$ cat src/source/cjtag_pkg.sv
/* cJTAG bridge shared definitions
   States, escape classes, packet positions and protocol constants */

package cjtag_pkg;

    // ====================
    // Protocol constants
    // ====================

    // Toggle counter width, saturates at 31
    localparam int unsigned TOGGLE_CNT_W = 5;

    // Escape thresholds in TMSC toggles while TCKC is high
    localparam int unsigned ESC_DESEL_MIN = 4;
    localparam int unsigned ESC_DESEL_MAX = 5;
    localparam int unsigned ESC_SEL_MIN   = 6;
    localparam int unsigned ESC_SEL_MAX   = 7;
    localparam int unsigned ESC_RESET_MIN = 8;

    // Online activation code, received LSB first as 1,1,0,1
    localparam int unsigned OAC_BITS = 4;
    localparam logic [OAC_BITS-1:0] OAC_VALUE = 4'b1011;

    // Depth of the probe input synchronizers
    localparam int unsigned SYNC_STAGES = 2;

    // ====================
    // Types
    // ====================

    // Bridge operating state
    typedef enum logic [1:0] {
        st_offline    = 2'd0,
        st_online_act = 2'd1,
        st_oscan1     = 2'd2
    } bridge_state_t;

    // Class of the toggles seen in one TCKC high phase
    typedef enum logic [1:0] {
        esc_none     = 2'd0,
        esc_deselect = 2'd1,
        esc_select   = 2'd2,
        esc_reset    = 2'd3
    } esc_kind_t;

    // Bit slot inside a three-bit OScan1 packet
    typedef enum logic [1:0] {
        pos_ntdi = 2'd0,
        pos_tms  = 2'd1,
        pos_tdo  = 2'd2
    } pkt_pos_t;

endpackage

$ cat src/source/cjtag_bridge.sv
/* cJTAG to JTAG bridge top level
   Turns the two-pin TCKC/TMSC probe link into a four-pin JTAG TAP port */

`timescale 1ns/100ps

module cjtag_bridge (
    input  logic clk_i,
    input  logic ntrst_i,
    // Probe side
    input  logic tckc_i,
    input  logic tmsc_i,
    output logic tmsc_o,
    output logic tmsc_oen_o,
    // TAP side
    output logic tck_o,
    output logic tms_o,
    output logic tdi_o,
    input  logic tdo_i,
    // High while in OScan1
    output logic online_o
);

    // ====================
    // Internal signals
    // ====================
    logic                     tckc_s;
    logic                     tmsc_s;
    logic                     tckc_rise;
    logic                     tckc_fall;
    logic                     tmsc_toggle;
    cjtag_pkg::esc_kind_t     esc_kind;
    cjtag_pkg::bridge_state_t state;
    cjtag_pkg::pkt_pos_t      pkt_pos;
    logic                     tmsc_bit;

    // Probe pins into the clock domain
    cjtag_input_sync input_sync_inst (
        .clk_i         (clk_i),
        .ntrst_i       (ntrst_i),
        .tckc_i        (tckc_i),
        .tmsc_i        (tmsc_i),
        .tckc_s_o      (tckc_s),
        .tmsc_s_o      (tmsc_s),
        .tckc_rise_o   (tckc_rise),
        .tckc_fall_o   (tckc_fall),
        .tmsc_toggle_o (tmsc_toggle)
    );

    // Escape classification per high phase
    cjtag_escape_detector escape_detector_inst (
        .clk_i         (clk_i),
        .ntrst_i       (ntrst_i),
        .tckc_s_i      (tckc_s),
        .tckc_rise_i   (tckc_rise),
        .tckc_fall_i   (tckc_fall),
        .tmsc_toggle_i (tmsc_toggle),
        .esc_kind_o    (esc_kind)
    );

    // Protocol state and packet slot
    cjtag_ctrl_fsm ctrl_fsm_inst (
        .clk_i       (clk_i),
        .ntrst_i     (ntrst_i),
        .tckc_fall_i (tckc_fall),
        .tmsc_s_i    (tmsc_s),
        .esc_kind_i  (esc_kind),
        .state_o     (state),
        .pkt_pos_o   (pkt_pos),
        .tmsc_bit_o  (tmsc_bit)
    );

    // JTAG pin generation
    oscan1_jtag_driver jtag_driver_inst (
        .clk_i       (clk_i),
        .ntrst_i     (ntrst_i),
        .tckc_rise_i (tckc_rise),
        .tckc_fall_i (tckc_fall),
        .tdo_i       (tdo_i),
        .tmsc_bit_i  (tmsc_bit),
        .state_i     (state),
        .pkt_pos_i   (pkt_pos),
        .tck_o       (tck_o),
        .tms_o       (tms_o),
        .tdi_o       (tdi_o),
        .tmsc_o      (tmsc_o),
        .tmsc_oen_o  (tmsc_oen_o)
    );

    assign online_o = state == cjtag_pkg::st_oscan1;

endmodule

$ cat src/source/cjtag_ctrl_fsm.sv
/* cJTAG control FSM
   Handles escapes, activation code check and OScan1 packet position */

`timescale 1ns/100ps

module cjtag_ctrl_fsm (
    input  logic                     clk_i,
    input  logic                     ntrst_i,
    input  logic                     tckc_fall_i,
    input  logic                     tmsc_s_i,
    input  cjtag_pkg::esc_kind_t     esc_kind_i,
    output cjtag_pkg::bridge_state_t state_o,
    output cjtag_pkg::pkt_pos_t      pkt_pos_o,
    output logic                     tmsc_bit_o
);

    // Earlier code bits, newest at the top
    logic [cjtag_pkg::OAC_BITS-2:0]         oac_shift;
    // Number of code bits already received
    logic [$clog2(cjtag_pkg::OAC_BITS)-1:0] oac_cnt;
    // Full code once the current bit is added
    logic [cjtag_pkg::OAC_BITS-1:0]         oac_rx;

    // LSB first, so the newest bit lands in the MSB
    assign oac_rx = {tmsc_s_i, oac_shift};

    // ====================
    // State machine
    // ====================
    always_ff @(posedge clk_i or negedge ntrst_i) begin
        if (!ntrst_i) begin
            state_o    <= cjtag_pkg::st_offline;
            pkt_pos_o  <= cjtag_pkg::pos_ntdi;
            tmsc_bit_o <= 1'b0;
            oac_shift  <= '0;
            oac_cnt    <= '0;
        end else if (tckc_fall_i) begin
            // Everything advances on a TCKC fall only
            case (state_o)
                cjtag_pkg::st_offline: begin
                    // Only a selection escape wakes the bridge
                    if (esc_kind_i == cjtag_pkg::esc_select) begin
                        state_o   <= cjtag_pkg::st_online_act;
                        oac_shift <= '0;
                        oac_cnt   <= '0;
                    end
                end

                cjtag_pkg::st_online_act: begin
                    if (esc_kind_i == cjtag_pkg::esc_reset) begin
                        // Reset escape wins over code reception
                        state_o <= cjtag_pkg::st_offline;
                        oac_cnt <= '0;
                    end else if (oac_cnt == (cjtag_pkg::OAC_BITS - 1)) begin
                        // Last code bit, check the whole word
                        oac_cnt <= '0;
                        if (oac_rx == cjtag_pkg::OAC_VALUE) begin
                            state_o   <= cjtag_pkg::st_oscan1;
                            pkt_pos_o <= cjtag_pkg::pos_ntdi;
                        end else begin
                            state_o <= cjtag_pkg::st_offline;
                        end
                    end else begin
                        oac_shift <= oac_rx[cjtag_pkg::OAC_BITS-1:1];
                        oac_cnt   <= oac_cnt + 1'b1;
                    end
                end

                cjtag_pkg::st_oscan1: begin
                    if (esc_kind_i == cjtag_pkg::esc_deselect ||
                        esc_kind_i == cjtag_pkg::esc_reset) begin
                        // Drop out and restart packets from the first slot
                        state_o   <= cjtag_pkg::st_offline;
                        pkt_pos_o <= cjtag_pkg::pos_ntdi;
                    end else begin
                        tmsc_bit_o <= tmsc_s_i;
                        // Step nTDI, TMS, TDO and wrap
                        case (pkt_pos_o)
                            cjtag_pkg::pos_ntdi: pkt_pos_o <= cjtag_pkg::pos_tms;
                            cjtag_pkg::pos_tms:  pkt_pos_o <= cjtag_pkg::pos_tdo;
                            default:             pkt_pos_o <= cjtag_pkg::pos_ntdi;
                        endcase
                    end
                end

                default: begin
                    // Unused encoding, recover to offline
                    state_o   <= cjtag_pkg::st_offline;
                    pkt_pos_o <= cjtag_pkg::pos_ntdi;
                end
            endcase
        end
    end

endmodule

$ cat src/source/cjtag_escape_detector.sv
/* cJTAG escape detector
   Counts TMSC toggles per TCKC high phase and classifies the escape */

`timescale 1ns/100ps

module cjtag_escape_detector (
    input  logic                 clk_i,
    input  logic                 ntrst_i,
    input  logic                 tckc_s_i,
    input  logic                 tckc_rise_i,
    input  logic                 tckc_fall_i,
    input  logic                 tmsc_toggle_i,
    output cjtag_pkg::esc_kind_t esc_kind_o
);

    // Set between a TCKC rise and the following fall
    logic                                tckc_high;
    // Toggles in the current or latest high phase
    logic [cjtag_pkg::TOGGLE_CNT_W-1:0]  toggle_cnt;

    // ====================
    // Toggle counter
    // ====================
    always_ff @(posedge clk_i or negedge ntrst_i) begin
        if (!ntrst_i) begin
            tckc_high  <= 1'b0;
            toggle_cnt <= '0;
        end else begin
            if (tckc_rise_i) begin
                // New high phase starts a fresh count
                tckc_high  <= 1'b1;
                toggle_cnt <= '0;
            end else if (tckc_fall_i) begin
                // Count is kept so the FSM can read it at the fall
                tckc_high <= 1'b0;
            end else if (tckc_high && tckc_s_i && tmsc_toggle_i) begin
                // Saturate instead of wrapping on long escapes
                if (toggle_cnt != '1) begin
                    toggle_cnt <= toggle_cnt + 1'b1;
                end
            end
        end
    end

    // ====================
    // Classification
    // ====================
    // Combinational so it is valid in the tckc_fall cycle
    always_comb begin
        esc_kind_o = cjtag_pkg::esc_none;
        if (toggle_cnt >= cjtag_pkg::ESC_RESET_MIN) begin
            esc_kind_o = cjtag_pkg::esc_reset;
        end else if (toggle_cnt >= cjtag_pkg::ESC_SEL_MIN &&
                     toggle_cnt <= cjtag_pkg::ESC_SEL_MAX) begin
            esc_kind_o = cjtag_pkg::esc_select;
        end else if (toggle_cnt >= cjtag_pkg::ESC_DESEL_MIN &&
                     toggle_cnt <= cjtag_pkg::ESC_DESEL_MAX) begin
            esc_kind_o = cjtag_pkg::esc_deselect;
        end
        // 0 to 3 toggles stay esc_none
    end

endmodule

$ cat src/source/cjtag_input_sync.sv
/* cJTAG probe input synchronizer
   Brings TCKC and TMSC into the system clock domain and flags their edges */

`timescale 1ns/100ps

module cjtag_input_sync (
    input  logic clk_i,
    input  logic ntrst_i,
    input  logic tckc_i,
    input  logic tmsc_i,
    output logic tckc_s_o,
    output logic tmsc_s_o,
    output logic tckc_rise_o,
    output logic tckc_fall_o,
    output logic tmsc_toggle_o
);

    // Flop chains, index 0 samples the pin
    logic [cjtag_pkg::SYNC_STAGES-1:0] tckc_sync;
    logic [cjtag_pkg::SYNC_STAGES-1:0] tmsc_sync;
    // Synchronized levels from the previous cycle
    logic                              tckc_prev;
    logic                              tmsc_prev;

    // ====================
    // Synchronizers
    // ====================
    always_ff @(posedge clk_i or negedge ntrst_i) begin
        if (!ntrst_i) begin
            tckc_sync <= '0;
            tmsc_sync <= '0;
        end else begin
            tckc_sync <= {tckc_sync[cjtag_pkg::SYNC_STAGES-2:0], tckc_i};
            tmsc_sync <= {tmsc_sync[cjtag_pkg::SYNC_STAGES-2:0], tmsc_i};
        end
    end

    // Last stage is the clean level
    assign tckc_s_o = tckc_sync[cjtag_pkg::SYNC_STAGES-1];
    assign tmsc_s_o = tmsc_sync[cjtag_pkg::SYNC_STAGES-1];

    // ====================
    // Edge pulses
    // ====================
    always_ff @(posedge clk_i or negedge ntrst_i) begin
        if (!ntrst_i) begin
            tckc_prev     <= 1'b0;
            tmsc_prev     <= 1'b0;
            tckc_rise_o   <= 1'b0;
            tckc_fall_o   <= 1'b0;
            tmsc_toggle_o <= 1'b0;
        end else begin
            tckc_prev     <= tckc_s_o;
            tmsc_prev     <= tmsc_s_o;
            // One-cycle pulses, three clocks after the pin moved
            tckc_rise_o   <= !tckc_prev && tckc_s_o;
            tckc_fall_o   <= tckc_prev && !tckc_s_o;
            tmsc_toggle_o <= tmsc_prev != tmsc_s_o;
        end
    end

endmodule

$ cat src/source/oscan1_jtag_driver.sv
/* OScan1 to JTAG driver
   Builds TCK, TMS and TDI from packet bits and returns TDO on TMSC */

`timescale 1ns/100ps

module oscan1_jtag_driver (
    input  logic                     clk_i,
    input  logic                     ntrst_i,
    input  logic                     tckc_rise_i,
    input  logic                     tckc_fall_i,
    input  logic                     tdo_i,
    input  logic                     tmsc_bit_i,
    input  cjtag_pkg::bridge_state_t state_i,
    input  cjtag_pkg::pkt_pos_t      pkt_pos_i,
    output logic                     tck_o,
    output logic                     tms_o,
    output logic                     tdi_o,
    output logic                     tmsc_o,
    output logic                     tmsc_oen_o
);

    // Bridge is in packet mode
    logic in_oscan1;
    // Third packet slot belongs to the TAP
    logic in_tdo_slot;
    // TDO captured while TCK is high
    logic tdo_q;

    assign in_oscan1   = state_i == cjtag_pkg::st_oscan1;
    assign in_tdo_slot = in_oscan1 && pkt_pos_i == cjtag_pkg::pos_tdo;

    // ====================
    // JTAG outputs
    // ====================
    always_ff @(posedge clk_i or negedge ntrst_i) begin
        if (!ntrst_i) begin
            tck_o      <= 1'b0;
            tms_o      <= 1'b1;
            tdi_o      <= 1'b0;
            tmsc_oen_o <= 1'b1;
            tdo_q      <= 1'b0;
        end else begin
            // TAP has updated TDO once TCK is high
            if (tck_o && in_tdo_slot) begin
                tdo_q <= tdo_i;
            end

            if (!in_oscan1) begin
                // Idle levels, probe owns TMSC
                tck_o      <= 1'b0;
                tms_o      <= 1'b1;
                tdi_o      <= 1'b0;
                tmsc_oen_o <= 1'b1;
            end else begin
                if (tckc_rise_i) begin
                    case (pkt_pos_i)
                        cjtag_pkg::pos_ntdi: begin
                            // New packet, give TMSC back to the probe
                            tck_o      <= 1'b0;
                            tmsc_oen_o <= 1'b1;
                        end
                        cjtag_pkg::pos_tms: begin
                            // First bit arrives inverted
                            tdi_o      <= ~tmsc_bit_i;
                            tmsc_oen_o <= 1'b1;
                        end
                        cjtag_pkg::pos_tdo: begin
                            // TMS set and TCK raised together, TDI already stable
                            tms_o      <= tmsc_bit_i;
                            tck_o      <= 1'b1;
                            tmsc_oen_o <= 1'b0;
                        end
                        default: tmsc_oen_o <= 1'b1;
                    endcase
                end
                // End of the single TCK pulse per packet
                if (tckc_fall_i && pkt_pos_i == cjtag_pkg::pos_tdo) begin
                    tck_o <= 1'b0;
                end
            end
        end
    end

    // Returned TDO only in the third slot
    assign tmsc_o = in_tdo_slot ? tdo_q : 1'b0;

endmodule

$ cat config.mk
export PLATFORM = sky130hd
export DESIGN_NAME = cjtag_bridge
export DESIGN_NICKNAME = d
export VERILOG_FILES = /design/src/source/cjtag_pkg.sv /design/src/source/cjtag_bridge.sv /design/src/source/cjtag_ctrl_fsm.sv /design/src/source/cjtag_escape_detector.sv /design/src/source/cjtag_input_sync.sv /design/src/source/oscan1_jtag_driver.sv
export SDC_FILE = /design/constraint.sdc
export NUM_CORES = 1
export LEC_CHECK = 0
export ABC_AREA = 1
export BUFFER_PORTS_ARGS = -buffer_cell sky130_fd_sc_hd__buf_4
export CAP_MARGIN = 20
export CORE_MARGIN = 2
export CORE_UTILIZATION = 60
export DETAILED_ROUTE_END_ITERATION = 8
export PLACE_DENSITY_LB_ADDON = 0.3
export SLEW_MARGIN = 15
export SYNTH_ARGS = -nofsm -noshare
export SYNTH_HDL_FRONTEND = slang
export SYNTH_SLANG_ARGS = --single-unit
$ cat constraint.sdc
create_clock -name clk_i -period 4.2 [get_ports clk_i]
set_clock_uncertainty 0.15 [all_clocks]
set_input_delay 0.21 -clock clk_i [delete_from_list [all_inputs] [get_ports clk_i]]
set_output_delay 0.21 -clock clk_i [all_outputs]
set_load 0.01 [all_outputs]
==> results of run 1 <==
==> cell usage in the layout, fill, tap and decap left out, drive strengths merged <==
| cell type | n |
|---|---|
| nand2 | 42 |
| dfrtp | 28 |
| inv | 23 |
| o21ai | 20 |
| nor2 | 18 |
| nand3 | 11 |
| buf | 10 |
| clkbuf | 7 |
| nand4 | 5 |
| ha | 5 |
| dlygate4sd3 | 4 |
| a21oi | 3 |
| o22ai | 2 |
| dfstp | 2 |
| clkinv | 2 |
| xor2 | 1 |
| nor3 | 1 |
| or2 | 1 |
| mux2 | 1 |
==> path summary, 6_finish.rpt <==
kind,depth (start not counted),start,to
max in group asynchronous,2,ntrst_i,jtag_driver_inst.tmsc_oen_o
worst min-delay path,2,ntrst_i,ctrl_fsm_inst.pkt_pos_o[1]
worst max-delay path,11,escape_detector_inst.toggle_cnt[0],escape_detector_inst.toggle_cnt[4]
worst max register to register,11,escape_detector_inst.toggle_cnt[0],escape_detector_inst.toggle_cnt[4]
worst min register to register,0,input_sync_inst.tckc_sync[0],input_sync_inst.tckc_sync[1]
min in group clk_i,0,input_sync_inst.tckc_sync[0],input_sync_inst.tckc_sync[1]
==> routing by layer <==
| layer | global-route usage | wire, um | vias to the layer above |
|---|---|---|---|
| li1 | - | - | 573 |
| met1 | 0.271 | 1180 | 536 |
| met2 | 0.390 | 1270 | 26 |
| met3 | 0.0857 | 88 | 5 |
| met4 | 0.111 | 42 | 0 |
| met5 | 0 | 0 | - |
==> cell type report <==
class	count	area, um^2	share of cell area
clock inverter	1	5.00	0.00308
timing repair buffer	14	115	0.0709
tap	28	35.0	0.0216
sequential	30	753	0.464
multi-input combinational	110	571	0.351
clock buffer	7	55.1	0.0339
inverter	24	90.1	0.0555
==> kinds of logic (layout without fill, tap and decap cells) <==
logic type,Yosys count,count (layout)
compound gates,25,25
xor+xnor,1,1
fa+ha+maj,5,5
buf+inv,24,46
flops,30,30
mux,1,1
simple gates,78,78
==> state kept, by name, summed over array words and instances, names as in the netlist, 2 cells and up <==
register and flops:
ctrl_fsm_inst.oac_cnt 2, ctrl_fsm_inst.state_o 2, ctrl_fsm_inst.pkt_pos_o 2, input_sync_inst.tckc_sync 2
escape_detector_inst.toggle_cnt 5, ctrl_fsm_inst.oac_shift 3, input_sync_inst.tmsc_sync 2
==> synthesized netlist by cell type (all sizes together) <==
cell type,instances
o22ai,2
clkinv,1
nor2,18
or2,1
inv,23
nand4,5
a21oi,3
nor3,1
dfrtp,28
o21ai,20
mux2,1
nand2,42
nand3,11
dfstp,2
xor2,1
ha,5
==> power groups by stage <==
stage               logic, mW  clock network (mW)  registers, mW
finish                  0.189               0.178          0.369
global route            0.222               0.199          0.375
CTS                     0.191               0.182          0.368
detailed placement      0.186                   0          0.374
global placement        0.176                   0          0.371
floorplan               0.146                   0          0.365
==> per-stage QoR <==
step	area, um^2	utilization
after floorplan	1410	-
after global placement	1520	0.689
after detailed placement	1520	0.689
after CTS	1620	0.734
after global routing	1620	0.734
final	1620	0.734
==> critical path, delay by kind of cell, from the launching register on <==
family	cells	cell delay, ns
simple gates	7	0.57
flops	1	0.45
fa+ha+maj	2	0.42
buf+inv	1	0.13
compound gates	1	0.09
==> Flow_metrics.wiki, run 1 <==
{| class="wikitable"
! Metric !! Value
|-
| Result of the run || complete, no violations
|-
| Largest net degree at the start of global routing || 31
|-
| Clock Tree Buf Depth || 2
|-
| Time the final worst path needs with I/O delays and setup || around 1.9 ns
|-
| Yosys Warn Count || 0
|-
| Syn Inst Count || 164
|-
| Worst setup slack after layout || between 2 and 2.5 ns
|-
| CTS tree || done
|-
| Post-route worst hold slack || around 0.18 ns
|-
| Data required, critical path || between 4 and 5 ns
|-
| Critical path type || reg2reg
|-
| Share of cell area taken by muxes after synthesis || 0.00796
|-
| Element type at the critical path end || register
|-
| Worst-margin pin slew || 0.361 ns
|-
| Complex-gate fraction of the synthesized area || 0.0903
|-
| Setup bufs post-CTS || 0
|-
| Reported net switching power || approximately 0.26 mW
|-
| Cell area power density || 453 mW/mm^2
|-
| Seq cells post-synth || 30
|-
| Fill cell total of the finished layout || 177
|-
| Cell repeated most along the worst path || nand2_1
|-
| Overall overflow remaining after global route || 0
|-
| Standard cell with the maximum stage delay on the critical path || dfrtp_1
|-
| Number of nets in the layout || 195
|-
| Boundary Pins || 11
|-
| Net count after synthesis || ~170
|-
| Cell Count Post-Placement || approximately 200
|-
| Seq pwr share || 0.501
|-
| Design internal power || about 0.48 mW
|-
| Setup violators final || 0
|-
| Number of antenna violations at the first check in global routing || 0
|-
| Clock tree root driver cell || clkbuf_4
|-
| List of cells traversed by the critical path || ha_1 > nand2_1 > nor2_1 > ha_1 > nor2_1 > nand2_1 > nand2_1 > nand2_1 > inv_2 > nand3_1 > o21ai_0
|-
| RSZ-0062 raised after global routing || no
|-
| Xor-xnor portion of the synthesized cell area || 0.00619
|-
| Leading area contributor after synthesis || dfrtp_1
|-
| DRC marker count from the first detailed-route iteration || 20
|-
| Post-placement worst setup slack || around 2.3 ns
|-
| Total track usage || 0.236
|-
| Die width || 52.5 um
|-
| Diodes inserted || 0
|-
| Wire length of the first global-routing pass || between 4000 and 5000 um
|-
| Dominant combinational cell family by area after synthesis || simple AND/OR/NAND/NOR gates
|-
| Final Instance Count excl. Fillers || 214
|-
| Worst-case register-to-register setup slack || around 2.3 ns
|-
| Post-synthesis average cell area || approximately 8.6 um^2
|-
| Antenna violation net count after detailed routing || 0
|-
| Cell leakage power || 0.775 nW
|-
| Number of iterations in the first detailed-routing pass || 4
|-
| Via density || 5.33
|-
| Post-detailed-route DRC marker count || 0
|-
| Number of rows in the core area || 17
|-
| Top achievable clock speed || ~530 MHz
|-
| Sum of routed wire length over all layers || between 2000 and 3000 um
|-
| Final TNS setup || 0 ns
|-
| Power share of the combinational group || 0.256
|-
| VDD IR max || about 0.00036 V
|-
| Final period utilization || 0.452
|-
| Largest stage delay on the critical path || 0.45 ns
|-
| Share of Yosys cell area claimed by the top area cell type || 0.496
|-
| Post-synth cell types || 22
|-
| H-tree levels || 2
|-
| Final weighted congestion in routability-driven placement || ~0.86
|-
| Clock insertion delay at the later pin of the skew report || approximately 0.33 ns
|-
| Die Area || around 0.0028 mm^2
|-
| Number of clock buffers inserted by TritonCTS || 5
|-
| Floorplan core area || 0.00221 mm^2
|-
| # port buffers || 10
|-
| Share of total power in the clock network || 0.242
|-
| Die H || ~53 um
|-
| Post-cts resize count || 0
|-
| Total power consumption of the routed design || roughly 0.74 mW
|-
| Adder-cell share of the synthesized area || 0.0442
|-
| Crit-path max FO || 7
|-
| Data arrival time of the critical path || around 2.0 ns
|-
| Worst rel slew slack || 0.759
|-
| Max-capacitance violation count || 0
|-
| Layout cell share with drive strength beyond 1 || 0.183
|-
| Ranking of synthesized cells by area || dfrtp_1 50%, nand2_1 10%, ha_1 4.4%, inv_1 4.2%, dfstp_2 3.7%
|-
| Area growth from synthesis to layout || 14.9%
|-
| Worst Hold Class || in2async
|-
| Clock Sink Count || 30
|-
| Via count of the first global-routing pass || roughly 1100
|-
| Initial core utilization || 0.639
|-
| Clk pin slew, worst setup/hold paths || 0.10 ns
|-
| Sequential-to-total area share from yosys stat || 0.533
|-
| Critical Path Start Type || register
|-
| Half-perimeter wire length after placement || approximately 1900 um
|-
| Total count of max-transition violations in the final report || 0
|-
| Simple-gate portion of the synthesized area || 0.255
|-
| Cell area after synthesis || around 0.0014 mm^2
|-
| Fraction of power spent switching nets || 0.353
|-
| Final number of hold-violating endpoints || 0
|-
| Number of buffers inserted by hold repair at cts || 4
|-
| Wire length per cell || around 12 um
|-
| Vias post-DR || between 1000 and 1500
|}
(Power assumes the default switching activity.)
==> run 2: changes to the inputs <==
--- a/config.mk
+++ b/config.mk
@@ -5,11 +5,11 @@
 export SDC_FILE = /design/constraint.sdc
 export NUM_CORES = 1
 export LEC_CHECK = 0
-export ABC_AREA = 1
+export ABC_AREA = 0
 export BUFFER_PORTS_ARGS = -buffer_cell sky130_fd_sc_hd__buf_4
 export CAP_MARGIN = 20
 export CORE_MARGIN = 2
-export CORE_UTILIZATION = 60
+export CORE_UTILIZATION = 57
 export DETAILED_ROUTE_END_ITERATION = 8
 export PLACE_DENSITY_LB_ADDON = 0.3
 export SLEW_MARGIN = 15
==> constraint.sdc (replaced) <==
create_clock -name clk_i -period 1.9 [get_ports clk_i]
set_clock_uncertainty 0.15 [all_clocks]
set_input_delay 0.095 -clock clk_i [delete_from_list [all_inputs] [get_ports clk_i]]
set_output_delay 0.095 -clock clk_i [all_outputs]
set_load 0.01 [all_outputs]
==> Flow_metrics.wiki, run 2 <==
{| class="wikitable"
! Metric !! Value
|-
| Result of the run || complete, no violations (unchanged)
|-
| Data arrival time of the critical path || 1.96 ns (was 1.99 ns)
|-
| Proportion of register bits with asynchronous set or reset after synthesis || 1.00 (unchanged)
|-
| Post-detailed-route DRC marker count || 0 (unchanged)
|-
| Via density || 5.67 (was 5.33)
|-
| Seq cells post-synth || 30 (unchanged)
|-
| Element type at the critical path end || register (unchanged)
|-
| Most frequent standard cell in the layout excluding fill and tap cells || dfrtp_1 (was nand2_1)
|-
| Cell leakage power || 0.782 nW (was 0.775 nW)
|-
| DRC marker count from the first detailed-route iteration || 13 (was 20)
|-
| H-tree levels || 2 (unchanged)
|-
| Share of Yosys cell area claimed by the top area cell type || 0.513 (was 0.496)
|-
| Final weighted congestion in routability-driven placement || 0.827 (was 0.861)
|-
| Die width || 52.9 um (was 52.5 um)
|-
| Setup violators final || 0 (unchanged)
|-
| Syn Inst Count || 119 (was 164)
|-
| Crit-path max FO || 4 (was 7)
|-
| Net count after synthesis || 129 (was 174)
|-
| Sequential-to-total area share from yosys stat || 0.552 (was 0.533)
|-
| Critical Path Start Type || register (unchanged)
|-
| Final TNS setup || 0 ns (unchanged)
|-
| Critical path type || reg2reg (unchanged)
|-
| Number of iterations in the first detailed-routing pass || 4 (unchanged)
|-
| Clock Sink Count || 30 (unchanged)
|-
| Overall overflow remaining after global route || 0 (unchanged)
|-
| Worst rel slew slack || 0.723 (was 0.759)
|-
| Sum of routed wire length over all layers || 2620 um (was 2580 um)
|-
| Sum of buffers and inverters on the critical path || 0 (was 1)
|-
| Worst Hold Class || in2async (unchanged)
|-
| Total power consumption of the routed design || 1.21 mW (was 0.736 mW)
|-
| Final Instance Count excl. Fillers || 177 (was 214)
|-
| Data required, critical path || 1.96 ns (was 4.29 ns)
|-
| Leading area contributor after synthesis || dfrtp_1 (unchanged)
|-
| Wire length per cell || 14.8 um (was 12.0 um)
|-
| Ranking of synthesized cells by area || dfrtp_1 51%, ha_1 4.6%, dfstp_2 3.8%, nor2b_1 3.7%, a22o_1 2.6% (was dfrtp_1 50%, nand2_1 10%, ha_1 4.4%, inv_1 4.2%, dfstp_2 3.7%)
|-
| Cell Count Post-Placement || 160 (was 202)
|-
| Wire length of the first global-routing pass || 4320 um (was 4660 um)
|-
| Largest net degree at the start of global routing || 31 (unchanged)
|-
| RSZ-0062 raised after global routing || yes (was no)
|-
| Fill cell total of the finished layout || 150 (was 177)
|-
| Number of rows in the core area || 17 (unchanged)
|-
| Number of clock buffers inserted by TritonCTS || 5 (unchanged)
|-
| Layout cell share with drive strength beyond 1 || 0.315 (was 0.183)
|-
| Diodes inserted || 0 (unchanged)
|-
| Die Area || 0.00280 mm^2 (was 0.00276 mm^2)
|-
| Clock insertion delay at the later pin of the skew report || 0.32 ns (was 0.33 ns)
|-
| Number of nets in the layout || 158 (was 195)
|-
| Top achievable clock speed || 527 MHz (about the same)
|-
| Clock Tree Buf Depth || 2 (unchanged)
|-
| Max-capacitance violation count || 0 (unchanged)
|-
| Floorplan core area || 0.00223 mm^2 (was 0.00221 mm^2)
|-
| Largest reg by FF count || escape_detector_inst.toggle_cnt (unchanged)
|-
| Most common flop cell mapped by yosys || dfrtp_1 (unchanged)
|-
| Boundary Pins || 11 (unchanged)
|-
| Largest delay contributor family on the critical path || simple AND/OR/NAND/NOR gates (unchanged)
|-
| Area growth from synthesis to layout || 23.0% (was 14.9%)
|-
| Die H || 52.9 um (was 52.5 um)
|-
| CTS tree || done (unchanged)
|-
| Combined flip-flop and latch cell area || 753 um^2 (unchanged)
|-
| Number of enable-type register cells in the synthesized netlist || 0 (unchanged)
|-
| Number of antenna violations at the first check in global routing || 0 (unchanged)
|-
| Most numerous cell in the Yosys netlist || dfrtp_1 (was nand2_1)
|-
| Max reg flops || 5 (unchanged)
|-
| Largest registers || escape_detector_inst.toggle_cnt x5, ctrl_fsm_inst.oac_shift x3 (unchanged)
|-
| Clock tree root driver cell || clkbuf_4 (unchanged)
|-
| Half-perimeter wire length after placement || 1780 um (was 1880 um)
|-
| VDD IR max || 0.000523 V (was 0.000360 V)
|-
| Final period utilization || 0.999 (was 0.452)
|-
| Post-synthesis average cell area || 11.5 um^2 (was 8.62 um^2)
|-
| # port buffers || 10 (unchanged)
|-
| Post-synth cell types || 37 (was 22)
|-
| Total track usage || 0.220 (was 0.236)
|-
| Standard cell with the maximum stage delay on the critical path || dfrtp_1 (unchanged)
|-
| Via count of the first global-routing pass || 994 (was 1146)
|-
| Clk pin slew, worst setup/hold paths || 0.09 ns (was 0.10 ns)
|-
| Area occupied by multi-input gates || 618 um^2 (was 571 um^2)
|-
| Yosys Warn Count || 0 (unchanged)
|-
| Antenna violation net count after detailed routing || 0 (unchanged)
|-
| Commonest cells after routing, fill and taps aside || 28 x dfrtp_1, 21 x buf_4, 8 x nor2b_1, 8 x nor2_1, 8 x nand2_1 (was 39 x nand2_1, 28 x dfrtp_1, 16 x inv_1, 14 x nor2_1)
|-
| Total count of max-transition violations in the final report || 0 (unchanged)
|-
| Cell area after synthesis || 0.00137 mm^2 (was 0.00141 mm^2)
|-
| Initial core utilization || 0.611 (was 0.639)
|-
| Final number of hold-violating endpoints || 0 (unchanged)
|-
| Worst-margin pin slew || 0.413 ns (was 0.361 ns)
|-
| Largest stage delay on the critical path || 0.40 ns (was 0.45 ns)
|-
| Time the final worst path needs with I/O delays and setup || 1.90 ns (about the same)
|-
| Most used standard cells in the synthesized netlist || 28 x dfrtp_1, 8 x nand2_1, 8 x nor2_1, 8 x nor2b_1, 6 x o21ai_0 (was 39 x nand2_1, 28 x dfrtp_1, 16 x inv_1)
|-
| Vias post-DR || 1004 (was 1140)
|-
| Cell area power density || 719 mW/mm^2 (was 453 mW/mm^2)
|-
| List of cells traversed by the critical path || ha_2 > and3_4 > ha_4 > and4bb_2 > and2_4 > mux2i_1 > nor2_1 (was ha_1 > nand2_1 > nor2_1 > ha_1 > nor2_1 > nand2_1 > nand2_1 > nand2_1 > inv_2 > nand3_1 > o21ai_0)
|}
run 2: logic make-up after synthesis:
| family | share of synthesized area |
|---|---|
| buffers and inverters | 0.0257 |
| DFF | 0.552 |
| adders and majority gates | 0.0458 |
| muxes | 0.0348 |
| AOI/OAI and AO/OA | 0.127 |
| xor gates and xnor gates | 0.0257 |
| and+or+nand+nor | 0.189 |
run 2: worst reg2reg max path, cell delays in order (launching register included):
cell	delay [ns]
dfrtp_1	0.40
ha_2	0.21
and3_4	0.15
ha_4	0.14
and4bb_2	0.33
and2_4	0.17
mux2i_1	0.18
nor2_1	0.06
run 2: metal layers:
| metal | vias to the layer above | GRT usage | wire length, um |
|---|---|---|---|
| li1 | 477 | - | - |
| met2 | 22 | 0.371 | 1350 |
| met4 | 0 | 0.107 | 39 |
| met5 | - | 0 | 0 |
| met3 | 6 | 0.0508 | 88 |
| met1 | 499 | 0.263 | 1140 |
run 2: path summary, 6_finish.rpt:
| path | cells after the start | to | slack [ns] | startpoint |
|---|---|---|---|---|
| worst max-delay path | 7 | escape_detector_inst.toggle_cnt[4] | 0.001 | escape_detector_inst.toggle_cnt[0] |
| worst min-delay path | 2 | jtag_driver_inst.tdo_q | 0.07 | ntrst_i |
| worst max register to register | 7 | escape_detector_inst.toggle_cnt[4] | 0.001 | escape_detector_inst.toggle_cnt[0] |
| worst min register to register | 0 | input_sync_inst.tckc_sync[1] | 0.21 | input_sync_inst.tckc_sync[0] |
| max in group asynchronous | 2 | jtag_driver_inst.tms_o | 1.23 | ntrst_i |
| min in group clk_i | 0 | input_sync_inst.tckc_sync[1] | 0.21 | input_sync_inst.tckc_sync[0] |
run 2: area by class of cell:
cell class                 instances  area share
tap                               28      0.0209
sequential                        30       0.449
clock inverter                     1     0.00298
inverter                           4     0.00894
timing repair buffer              25       0.118
clock buffer                       7      0.0328
multi-input combinational         82       0.368
run 2: power by group:
| part | leakage [nW] | switching, mW | internal, mW |
|---|---|---|---|
| combinational | 0.359 | 0.0748 | 0.0702 |
| clock | 0.0353 | 0.201 | 0.179 |
| sequential | 0.388 | 0.0201 | 0.661 |
run 2: metrics by stage:
step                cell area (um^2)  utilization  hold slack (ns)  setup WS (ns)
global placement                1510        0.674           -0.115         0.0616
global route                    1680        0.752            0.102         -0.105
CTS                             1610        0.722           0.0768         0.0118
floorplan                       1370            -           -0.351         0.0303
detailed placement              1510        0.674           -0.110        0.00291
finish                          1680        0.752           0.0706       0.000957
run 2: repair_timing:
item	4_1_cts	5_1_grt
endpoints found under the setup margin	1	3
setup buffers	1	4
gates resized for setup	0	7
hold endpoints to repair	33	0
hold buffers	4	0
pin swaps	1	5
